--- src/common/memtest_config.svh ---
/*
 * Memory exerciser constants
 * Widths, random address mapping, checker FIFO depth and status codes
 */
`ifndef MEMTEST_CONFIG_SVH
`define MEMTEST_CONFIG_SVH

// Random index split between low bits and bits above the zero gap
`define MT_RAND_BITS 13
`define MT_LOW_BITS 7
`define MT_HIGH_BITS 6
// Span of the mapped offset, gap is the difference to MT_RAND_BITS
`define MT_ADDR_BITS 18

`define MT_LINE_ADDR_W 32
`define MT_DATA_W 64
`define MT_TAG_W 16
`define MT_CYCLES_W 24

`define MT_FIFO_DEPTH 16

`define MT_STATUS_PASS 1
`define MT_STATUS_FAIL 2

`endif
--- src/common/memtest_pkg.sv ---
/*
 * Memory exerciser types
 * Request, response and config words, the random index union,
 * the run states and the shared tag and LFSR functions
 */
`default_nettype none
`include "memtest_config.svh"

package memtest_pkg;

    typedef logic [`MT_TAG_W-1:0] tag_t;

    // Field view of the random index, used to build the line address
    typedef struct packed {
        logic [`MT_HIGH_BITS-1:0] high;
        logic [`MT_LOW_BITS-1:0] low;
    } rand_fields_t;

    // Flat view addresses the shadow RAM
    typedef union packed {
        logic [`MT_RAND_BITS-1:0] flat;
        rand_fields_t f;
    } rand_idx_u;

    typedef struct packed {
        logic valid;
        logic [`MT_LINE_ADDR_W-1:0] addr;
    } rd_req_t;

    typedef struct packed {
        logic valid;
        logic [`MT_LINE_ADDR_W-1:0] addr;
        logic [`MT_DATA_W-1:0] data;
    } wr_req_t;

    typedef struct packed {
        logic valid;
        logic [`MT_DATA_W-1:0] data;
    } rd_rsp_t;

    typedef struct packed {
        logic [`MT_LINE_ADDR_W-1:0] mem_base;
        logic [`MT_LINE_ADDR_W-1:0] status_addr;
        logic [`MT_CYCLES_W-1:0] cycles;
    } run_cfg_t;

    typedef enum logic [1:0] {
        IDLE,
        RUN,
        DRAIN
    } run_state_e;

    // Low two bits of each byte, byte 7 ends up as the top pair
    function automatic tag_t line_to_tag(input logic [`MT_DATA_W-1:0] line);
        tag_t t;
        for (int i = 0; i < `MT_DATA_W / 8; i++)
        begin
            t[2*i +: 2] = line[8*i +: 2];
        end
        return t;
    endfunction

    // Galois LFSR, taps 32 22 2 1
    function automatic logic [31:0] lfsr_next(input logic [31:0] r);
        return {1'b0, r[31:1]} ^ (r[0] ? 32'h8020_0003 : 32'h0);
    endfunction

endpackage

`default_nettype wire

--- src/hw/run_control.sv ---
/*
 * Run control FSM
 * Counts down the configured cycles in RUN, drains outstanding
 * reads, then fires a single status pulse with the fail flag
 */
`timescale 1ns/1ns
`default_nettype none
`include "memtest_config.svh"

module run_control
(
    input  wire                     clk,
    input  wire                     reset,
    input  wire                     start,
    input  wire [`MT_CYCLES_W-1:0]  cfg_cycles,
    input  wire                     error,
    input  wire                     pending,
    output logic                    issue,
    output logic                    status_go,
    output logic                    status_fail
);
    import memtest_pkg::*;

    // Last read reaches the checker FIFO two cycles after its issue slot
    localparam int DRAIN_SETTLE = 1;

    run_state_e state;
    // Remaining cycles in RUN, settle count in DRAIN
    logic [`MT_CYCLES_W-1:0] cnt;

    assign issue = (state == RUN);
    assign status_go = (state == DRAIN) && (cnt == '0) && !pending;
    assign status_fail = error;

    always_ff @(posedge clk)
    begin
        if (reset)
        begin
            state <= IDLE;
            cnt <= '0;
        end
        else
        begin
            case (state)
                IDLE:
                begin
                    // Zero-length run goes straight to the status write
                    if (start)
                    begin
                        cnt <= cfg_cycles;
                        state <= (cfg_cycles == '0) ? DRAIN : RUN;
                    end
                end
                RUN:
                begin
                    cnt <= cnt - 1'b1;
                    if (error || (cnt == `MT_CYCLES_W'(1)))
                    begin
                        cnt <= `MT_CYCLES_W'(DRAIN_SETTLE);
                        state <= DRAIN;
                    end
                end
                DRAIN:
                begin
                    if (cnt != '0)
                    begin
                        cnt <= cnt - 1'b1;
                    end
                    else if (!pending)
                    begin
                        state <= IDLE;
                    end
                end
                default:
                begin
                    state <= IDLE;
                end
            endcase
        end
    end

endmodule

`default_nettype wire

--- config.mk ---
export PLATFORM = sky130hd
export DESIGN_NAME = run_control
export DESIGN_NICKNAME = d
export VERILOG_FILES = /design/src/common/memtest_pkg.sv /design/src/hw/run_control.sv
export VERILOG_INCLUDE_DIRS = /design/src /design/src/common
export SDC_FILE = /design/constraint.sdc
export NUM_CORES = 1
export LEC_CHECK = 0
export ABC_AREA = 1
export BUFFER_PORTS_ARGS = -buffer_cell sky130_fd_sc_hd__clkbuf_2
export CAP_MARGIN = 10
export CORE_MARGIN = 10
export CORE_UTILIZATION = 52
export DETAILED_ROUTE_END_ITERATION = 10
export GPL_TIMING_DRIVEN = 0
export MAX_ROUTING_LAYER = met4
export PLACE_DENSITY = 0.86
export RECOVER_POWER = 25
export SYNTH_ARGS = -nofsm -noshare
export SYNTH_HDL_FRONTEND = slang
export SYNTH_SLANG_ARGS = --single-unit
--- constraint.sdc ---
create_clock -name clk -period 1.75 [get_ports clk]
set_input_delay 0.0875 -clock clk [delete_from_list [all_inputs] [get_ports clk]]
set_output_delay 0.0875 -clock clk [all_outputs]
set_load 0.005 [all_outputs]
==> key figures <==
Run
  – Max Cap Viol: 0

Timing
  – Worst-margin pin slew: 0.7126 ns
  – Final Max Slew Viols: 0
  – Worst Clk Skew: 0.005241 ns
  – Max Clk Rate: approximately 560 MHz
  – Min cycle time layout: about 1.8 ns
  – Fin worst setup slack: -0.03007 ns
  – Setup violators final: 5
  – Smallest hold slack: between 0.03 and 0.04 ns
  – RSZ-0062 raised after global routing: true
  – Worst slew margin: 0.5249
  – Final hold vios: 0
  – Final period util: 1.017

Synthesis
  – Leading area contributor after synthesis: dfxtp_1
  – Post-synth design cell area: ~2200 sq um
  – Post-synthesis register bit count: 26
  – Netlist cell types: 30
  – Synth Warn #: 0
  – Seq/Total Area, Yosys: 0.2346
  – Synth top area share: 0.2346
  – Syn Nets: a little over 400
  – Average cell area after synthesis: 6.028 sq um
  – Mapped Cells: between 300 and 400
  – Top cells by area, synth: dfxtp_1 (23%), nand2_1 (20%), nor2_1 (13%), a21oi_2 (9.1%), inv_1 (4.6%)

Global route
  – Initial antenna violation count: 0
  – First-pass GRT wire length: about 11 mm
  – Number of global-route vias before repair: ~2400
  – Largest net degree at the start of global routing: 15
  – Total gr overflow: 0
  – GRT Total Usage: 0.1794

Setup path
  – CP Buf/Inv Count: 3
  – CP max-delay cell: dfxtp_2
  – Nature of the critical path startpoint: flip-flop
  – Crit-path max cell delay: between 0.3 and 0.4 ns
  – Top cell family by delay on the critical path: simple AND/OR/NAND/NOR gates
  – CP Cell Sequence: inv_2 > buf_4 > ha_1 > nand2_2 > nor2_4 > nand3_2 > nand3_4 > nand2_8 > clkbuf_16 > nand4_1 > a21oi_1
  – Crit-path max FO: 6
  – Crit path arrival time: 2.00 ns
  – Critical Path End Type: flip-flop
  – CP Data Required Time: between 1.5 and 2 ns
  – Worst setup path class: flip-flop to flip-flop

Layout
  – Post-route core utilization: 0.7080
  – Nets@finish: ~460
  – Antenna Diode Count: 0
  – Non-Filler Instances: about 470
  – Share of cells above drive strength 1: 0.3159
  – Fin area: around 2900 sq um
  – Area Overhead vs Synth: 29.50%

Detailed routing
  – 1st-iter DRT viols: between 400 and 500
  – DR WL/cell: approximately 16 um
  – Final wirelength: roughly 7.6 mm
  – Post-route ant nets: 0
  – Via-to-Cell Ratio: between 5 and 6
  – Drt pass-1 iters: 5
  – Via Count: around 2700
  – Post-route DRC: 0

Status
  – Outcome: finished with violations
  – Failing checks: negative setup slack

CTS
  – Root Driver: clkbuf_8
  – Clock Sinks: 26
  – Clock transition at path regs: around 0.1 ns
  – Cts bufs inserted: 3
  – Clock Tree Buf Depth: 2
  – Htree depth: 1
  – CTS tree: done
  – Skew-Pair Late Insertion Delay: 0.28 ns

Die
  – Num ports: 32
  – # rows: 23
  – Die span in x: ~85 um
  – Die Y: roughly 85 um
  – Die area: 7279 sq um
  – Core area: 4058 sq um
  – Initial Util: 0.5467

Min path
  – Type of the worst min-delay path: input port to flip-flop

Power
  – Pleak: around 0.0013 uW
  – Max VDD drop: between 1 and 1.5 mV
  – P per Cell Area: about 2400 nW/um^2
  – Design Power: 6838 uW

Place
  – IO buf count: 31
  – Hpwl dp: between 5 and 6 mm
  – Dpl cells: about 450
  – Placed cell area: 2436 sq um
  – Routability congestion estimate from global placement: between 1 and 1.5
[through the flow]
stage               TNS (ns)  setup WS, ns
global placement      -3.278       -0.2305
finish              -0.08791      -0.03007
CTS                 -0.02535      -0.02535
global route         -0.8782      -0.08341
detailed placement    -4.528       -0.3126
floorplan                  0        0.1074
[power breakdown]
group	switching, uW	total (uW)	leakage [uW]	internal (uW)
Clock	219	421	0.0000288	202
Combinational	3080	5130	0.00105	2050
Sequential	395	1290	0.000217	894
Total	3690	6840	0.00130	3140
[cell usage after synthesis, drive strengths merged]
cell type,instances
o21a,1
clkinv,1
nor2,83
nand3b,3
ha,6
nor3,1
nand2,124
xor2,8
a21oi,42
buf,10
clkbuf,3
a31oi,1
o21ai,6
nand3,13
xnor2,5
nand4,8
dfxtp,26
inv,27
[cell usage in the layout, fill, tap and decap left out, drive strengths merged]
master,n
nor2,83
nand2,125
nand4,8
nor3,1
clkinvlp,2
a31oi,1
ha,6
clkbuf,40
o21ai,6
buf,25
dfxtp,26
a21oi,42
xnor2,5
o21a,1
inv,26
nand3b,3
xor2,8
nand3,13
[layer usage]
| metal | GRT usage | vias to the layer above | share of wire |
|---|---|---|---|
| met1 | 0.2102 | 1229 | 0.37 |
| li1 | - | 1273 | - |
| met4 | 0.06138 | 0 | 0.055 |
| met5 | - | - | 0 |
| met3 | 0.02581 | 53 | 0.096 |
| met2 | 0.3038 | 183 | 0.48 |
[worst register-to-register path, cell delays in order (launching register included)]
cell and delay [ns]:
dfxtp_2 0.36, inv_2 0.06, buf_4 0.14, ha_1 0.18, nand2_2 0.09, nor2_4 0.03, nand3_2 0.10, nand3_4 0.14
nand2_8 0.15, clkbuf_16 0.15, nand4_1 0.12, a21oi_1 0.18
[final timing paths]
check,cells past startpoint,to,slack [ns],from
setup / recovery,11,cnt[16],-0.03,cnt[1]
hold / removal,2,cnt[14],0.03,reset
setup reg to reg,11,cnt[16],-0.03,cnt[1]
hold reg to reg,2,cnt[9],0.52,cnt[9]
[cells by family after synthesis]
group           Yosys count  synth area share
simple gates            232            0.4388
compound gates           50            0.1534
buf+inv                  41           0.08798
flops                    26            0.2346
xor+xnor                 13           0.05133
fa+ha+maj                 6           0.03384
[cell type report]
type	instances	area (sq um)
plain buffers	13	122.6
clock buffers	4	55.05
fillers	313	1185
inverters	28	112.6
multi-input cells	302	1690
flip-flops and latches	26	526.8
well taps	50	62.56
repair buffers	48	302.8
[sequential cells by signal, summed over array words and instances (netlist names)]
register / count
cnt: 24
state: 2
[repair_timing]
| item | CTS | global route |
|---|---|---|
| gates resized for setup | 18 | 50 |
| endpoints found under the setup margin | 24 | 26 |
| endpoints found under the hold margin | 0 | 0 |
| gates cloned | 0 | 2 |
| setup buffers | 6 | 10 |
| pin swaps | 4 | 15 |
| hold buffers | 0 | 0 |
No activity file was read; power rests on OpenSTA's default activity.
