[config.mk]
export PLATFORM = sky130hd
export DESIGN_NAME = req_gen
export DESIGN_NICKNAME = d
export VERILOG_FILES = /design/src/common/memtest_pkg.sv /design/src/hw/req_gen.sv
export VERILOG_INCLUDE_DIRS = /design/src /design/src/common
export SDC_FILE = /design/constraint.sdc
export NUM_CORES = 1
export LEC_CHECK = 0
export BUFFER_PORTS_ARGS = -buffer_cell sky130_fd_sc_hd__buf_2
export CORE_MARGIN = 4
export CORE_UTILIZATION = 48
export DETAILED_ROUTE_END_ITERATION = 16
export PLACE_DENSITY = 0.74
export SLEW_MARGIN = 5
export SYNTH_ARGS = -nofsm -noshare
export SYNTH_HDL_FRONTEND = slang
export SYNTH_SLANG_ARGS = --single-unit
[constraint.sdc]
create_clock -name clk -period 2.25 [get_ports clk]
set_input_delay 0.1125 -clock clk [delete_from_list [all_inputs] [get_ports clk]]
set_output_delay 0.1125 -clock clk [all_outputs]
set_load 0.03 [all_outputs]
[src/common/memtest_config.svh]
/*
 * Memory exerciser constants
 * Widths, random address mapping, checker FIFO depth and status codes
 */
`ifndef MEMTEST_CONFIG_SVH
`define MEMTEST_CONFIG_SVH

// Random index split between low bits and bits above the zero gap
`define MT_RAND_BITS 13
`define MT_LOW_BITS 7
`define MT_HIGH_BITS 6
// Span of the mapped offset, gap is the difference to MT_RAND_BITS
`define MT_ADDR_BITS 18

`define MT_LINE_ADDR_W 32
`define MT_DATA_W 64
`define MT_TAG_W 16
`define MT_CYCLES_W 24

`define MT_FIFO_DEPTH 16

`define MT_STATUS_PASS 1
`define MT_STATUS_FAIL 2

`endif
[src/common/memtest_pkg.sv]
/*
 * Memory exerciser types
 * Request, response and config words, the random index union,
 * the run states and the shared tag and LFSR functions
 */
`default_nettype none
`include "memtest_config.svh"

package memtest_pkg;

    typedef logic [`MT_TAG_W-1:0] tag_t;

    // Field view of the random index, used to build the line address
    typedef struct packed {
        logic [`MT_HIGH_BITS-1:0] high;
        logic [`MT_LOW_BITS-1:0] low;
    } rand_fields_t;

    // Flat view addresses the shadow RAM
    typedef union packed {
        logic [`MT_RAND_BITS-1:0] flat;
        rand_fields_t f;
    } rand_idx_u;

    typedef struct packed {
        logic valid;
        logic [`MT_LINE_ADDR_W-1:0] addr;
    } rd_req_t;

    typedef struct packed {
        logic valid;
        logic [`MT_LINE_ADDR_W-1:0] addr;
        logic [`MT_DATA_W-1:0] data;
    } wr_req_t;

    typedef struct packed {
        logic valid;
        logic [`MT_DATA_W-1:0] data;
    } rd_rsp_t;

    typedef struct packed {
        logic [`MT_LINE_ADDR_W-1:0] mem_base;
        logic [`MT_LINE_ADDR_W-1:0] status_addr;
        logic [`MT_CYCLES_W-1:0] cycles;
    } run_cfg_t;

    typedef enum logic [1:0] {
        IDLE,
        RUN,
        DRAIN
    } run_state_e;

    // Low two bits of each byte, byte 7 ends up as the top pair
    function automatic tag_t line_to_tag(input logic [`MT_DATA_W-1:0] line);
        tag_t t;
        for (int i = 0; i < `MT_DATA_W / 8; i++)
        begin
            t[2*i +: 2] = line[8*i +: 2];
        end
        return t;
    endfunction

    // Galois LFSR, taps 32 22 2 1
    function automatic logic [31:0] lfsr_next(input logic [31:0] r);
        return {1'b0, r[31:1]} ^ (r[0] ? 32'h8020_0003 : 32'h0);
    endfunction

endpackage

`default_nettype wire

[src/hw/req_gen.sv]
/*
 * Request generator
 * Free-running LFSRs pick read and write lines and write data,
 * one read and one write per issue cycle, plus the final status write
 */
`timescale 1ns/1ns
`default_nettype none
`include "memtest_config.svh"

module req_gen
(
    input  wire                          clk,
    input  wire                          reset,
    input  wire                          issue,
    input  wire                          status_go,
    input  wire                          status_fail,
    input  wire [`MT_LINE_ADDR_W-1:0]    mem_base,
    input  wire [`MT_LINE_ADDR_W-1:0]    status_addr,
    output memtest_pkg::rd_req_t         rd_req,
    output memtest_pkg::wr_req_t         wr_req,
    output memtest_pkg::rand_idx_u       wr_idx,
    output memtest_pkg::rand_idx_u       rd_idx,
    output memtest_pkg::tag_t            wr_tag
);
    import memtest_pkg::*;

    localparam int GAP_BITS = `MT_ADDR_BITS - `MT_RAND_BITS;
    localparam logic [31:0] RD_SEED = 32'h0000_2721;
    localparam logic [31:0] WR_SEED = 32'h0000_8520;

    // ==============================
    // Address mapping
    // ==============================

    // High field above a zero gap, low field at the bottom
    function automatic logic [`MT_LINE_ADDR_W-1:0] map_addr(
        input logic [`MT_LINE_ADDR_W-1:0] base,
        input rand_idx_u idx
    );
        return base + `MT_LINE_ADDR_W'({idx.f.high, GAP_BITS'(0), idx.f.low});
    endfunction

    logic [31:0] rd_lfsr;
    logic [31:0] wr_lfsr;
    // Two data words make up one line
    logic [1:0][31:0] dat_lfsr;

    rand_idx_u rd_next_idx;
    rand_idx_u wr_next_idx;
    logic [`MT_DATA_W-1:0] wr_next_data;

    assign rd_next_idx = rand_idx_u'(rd_lfsr[`MT_RAND_BITS-1:0]);
    assign wr_next_idx = rand_idx_u'(wr_lfsr[`MT_RAND_BITS-1:0]);
    assign wr_next_data = dat_lfsr;

    always_ff @(posedge clk)
    begin
        if (reset)
        begin
            rd_lfsr <= RD_SEED;
            wr_lfsr <= WR_SEED;
            dat_lfsr[0] <= 32'h1;
            dat_lfsr[1] <= 32'h2;
        end
        else
        begin
            rd_lfsr <= lfsr_next(rd_lfsr);
            wr_lfsr <= lfsr_next(wr_lfsr);
            dat_lfsr[0] <= lfsr_next(dat_lfsr[0]);
            dat_lfsr[1] <= lfsr_next(dat_lfsr[1]);
        end
    end

    // ==============================
    // Registered requests
    // ==============================

    always_ff @(posedge clk)
    begin
        rd_req.valid <= issue;
        rd_req.addr <= map_addr(mem_base, rd_next_idx);
        rd_idx <= rd_next_idx;

        wr_req.valid <= issue;
        wr_req.addr <= map_addr(mem_base, wr_next_idx);
        wr_req.data <= wr_next_data;

        // Status write replaces the data write, never during RUN
        if (status_go)
        begin
            wr_req.valid <= 1'b1;
            wr_req.addr <= status_addr;
            wr_req.data <= status_fail ? `MT_DATA_W'(`MT_STATUS_FAIL)
                                       : `MT_DATA_W'(`MT_STATUS_PASS);
        end

        if (reset)
        begin
            rd_req.valid <= 1'b0;
            wr_req.valid <= 1'b0;
        end
    end

    // Shadow update only moves on data writes; the status write
    // rewrites the last data tag, which leaves the shadow unchanged
    always_ff @(posedge clk)
    begin
        if (reset)
        begin
            wr_idx <= '0;
            wr_tag <= '0;
        end
        else if (issue)
        begin
            wr_idx <= wr_next_idx;
            wr_tag <= line_to_tag(wr_next_data);
        end
    end

endmodule

`default_nettype wire

==> impl_results.md <==
* Status: finished clean
* Post-DR wirelength/cell at 16.3 um
* Fraction of layout cells with a size suffix above 1 at 0.285
* GPL Wtd Cong at 0.945
* Post-route antenna net violation count at 0
* Worst Path Max Fanout at 6
* Clk Latency, worst-skew pair at 0.55 ns
* Final net count at 1336
* Ys async rst share at 0
* PD cells at 952 nW/um^2
* Crit-path slowest cell: fa_2
* Critical setup path kind: register to register
* Netlist Area Pre-Place at 10100 sq um
* Inserted Clock Buffers at 30
* Max-slew violation count at 0
* I/O pin count at 241
* Final Hold Violating Endpoints at 0
* DR iter-0 viols at 306
* Initial Utilization at 0.492
* Antenna violations before repair at 0
* Worst Path Arrival at 2.61 ns
* Worst Hold Slack at 0.0149 ns
* Startpoint type of the worst setup path: register
* Via Count at 7391
* Synth Flop Type: dfxtp_1
* Placed cells at 1412
* N_diodes at 0
* Ys Warns at 0
* Vias in the first global route at 7515
* I/O Buffers at 240
* Synthesis-stage register bit count at 300
* Worst-Margin Slew at 0.573 ns
* Leakage at 6.05 nW
* Drt first pass iters at 4
* Post-DP HPWL at 16800 um
* Total clock sinks at 300
* Fmax at 0.457 GHz
* Fin crit period at 2.19 ns
* Critical path's top delay family: compound AO/OA/AOI/OAI gates
* Final setup fails at 0
* Hold Path Class: input pin to register
* Non-filler instance count after layout at 1533
* Mean Syn Cell Area at 10.9 sq um
* Htree depth at 1
* Max incr delay on CP at 0.36 ns
* Clock buffer depth at 3
* Worst slew margin at 0.618
* Area Overhead vs Synth at 33.7%
* Largest net degree at the start of global routing at 80
* Buf+Inv Stages, Crit Path at 1
* Core Footprint at 20400 sq um
* Crit-path cells: ha_4, fa_2, a21oi_2, o211ai_1, a211oi_2, buf_4, nor3_1, xnor2_1, o21ai_1
* Die width at 153 um
* Post-synth EDFFs at 0
* Total track usage at 0.207
* Total grt overflow at 0
* VDD IR-drop max at 0.000691 V
* Max cap viols at 0
* Worst Path Required at 2.68 ns
* Syn nets at 1023
* Netlist cell types at 47
* Seq/Total Area, Yosys at 0.597
* DRC at 0
* First-pass GRT wire length at 40000 um
* Skew final at 0.0161 ns
* Root Driver: clkbuf_16
* Die area at 23300 sq um
* Syn Inst Count at 926
* TritonCTS clock tree: yes
* Finished Core Util at 0.658
* CP Capture Type: register
* RSZ-0062 raised after global routing: yes
* Routed vias/inst at 4.82
* Fin crit share at 0.972
* Worst-path clk slew at 0.07 ns
* Die H at 153 um
* Row cnt at 52
* WL final at 25000 um
-- per-layer routing --
layer | GRT usage | share of wire
met1 | 0.256 | 0.42
met2 | 0.363 | 0.49
met3 | 0.0460 | 0.065
met4 | 0.0636 | 0.029
met5 | 0 | 0
-- report_power, final --
part	internal [mW]	leakage, nW	switching [mW]
combinational	0.608	3.03	1.00
sequential	5.59	2.46	0.118
clock	3.41	0.560	2.07
-- per-stage QoR --
stage / setup TNS (ns) / area (sq um) / power, mW / worst slack, ns
6_report: 0 / 13400 / 12.8 / 0.0634
4_1_cts: 0 / 13400 / 12.9 / 0.00566
5_1_grt: -0.676 / 13400 / 13.3 / -0.0921
2_1_floorplan: 0 / 10100 / 6.79 / 0.0606
3_3_place_gp: -0.0134 / 11600 / 7.29 / -0.0134
3_5_place_dp: -0.0526 / 11600 / 7.31 / -0.0526
-- layout make-up --
| class | instances | area [sq um] |
|---|---|---|
| Clock buffer | 38 | 862 |
| Clock inverter | 18 | 259 |
| Fill cell | 1595 | 6990 |
| Inverter | 2 | 7.51 |
| Multi-Input combinational cell | 576 | 3920 |
| Sequential cell | 300 | 6010 |
| Tap cell | 270 | 338 |
| Timing Repair Buffer | 329 | 2050 |
-- registers in the layout, summed over array words and instances (netlist names) --
name / flops
dat_lfsr: 64
rd_idx: 13
rd_lfsr: 32
rd_req: 33
wr_idx: 13
wr_lfsr: 32
wr_req: 97
wr_tag: 16
-- final timing paths --
kind                from           end  slack (ns)  cells after the start
max           wr_lfsr[0]    wr_req[88]        0.06                      9
min                reset  dat_lfsr[22]        0.01                      2
max reg2reg   wr_lfsr[0]    wr_req[88]        0.06                      9
min reg2reg  rd_lfsr[12]    rd_idx[12]        0.37                      0
-- cells in the mapped netlist (all sizes together) (3+ instances only) --
cell type,number,area share
nor2,58,0.022
nor2b,171,0.11
or2,10,0.0062
xor2,30,0.026
nand2,48,0.018
dfxtp,300,0.60
and2,4,0.0025
mux2,4,0.0045
ha,26,0.032
or3,3,0.0029
xnor2,41,0.036
o211ai,5,0.0037
a21o,10,0.0075
buf,10,0.0045
and3,6,0.0040
a211oi,12,0.010
a21oi,28,0.014
o21ai,38,0.019
mux2i,29,0.029
nand3,10,0.0050
o21a,5,0.0037
nor3,7,0.0035
nand4,8,0.0056
nand2b,5,0.0031
clkbuf,38,0.014
-- cells in the final DEF, fill, tap and decap left out, types with 29 or more instances in the layout --
cell | synthesis | routed
nor2b_1 | 171 | 171
dlygate4sd3_1 | 0 | 59
nand2_1 | 48 | 48
mux2i_1 | 29 | 29
dfxtp_1 | 300 | 299
buf_2 | 6 | 238
xor2_1 | 30 | 30
nor2_1 | 58 | 58
buf_4 | 0 | 29
xnor2_1 | 41 | 41
clkbuf_16 | 0 | 31
-- worst reg2reg max path: cells and delay by family, from the launching register on --
kind | cells | cell delay, ns
compound gates | 4 | 0.67
fa+ha+maj | 2 | 0.52
flops | 1 | 0.34
buf+inv | 1 | 0.19
xor+xnor | 1 | 0.29
simple gates | 1 | 0.07
-- logic make-up (layout without fill, tap and decap cells) --
| group | after synthesis | count (layout) | synth area share |
|---|---|---|---|
| AO/OA/AOI/OAI | 111 | 111 | 0.0704 |
| multiplexers | 33 | 33 | 0.0334 |
| AND/OR/NAND/NOR | 333 | 333 | 0.181 |
| flip-flops | 300 | 300 | 0.597 |
| adder cells (fa/ha/maj) | 28 | 28 | 0.0363 |
| XOR/XNOR | 71 | 71 | 0.0619 |
| buffers and inverters | 50 | 387 | 0.0195 |
-- repair_timing --
| action | 4_1_cts | 5_1_grt |
|---|---|---|
| hold buffers | 59 | 0 |
| setup buffers | 1 | 5 |
| hold endpoints to repair | 63 | 0 |
| setup endpoints to repair | 4 | 29 |
| pin swaps | 5 | 12 |
| gates resized for setup | 6 | 10 |
No activity file was read; power rests on OpenSTA's default activity.
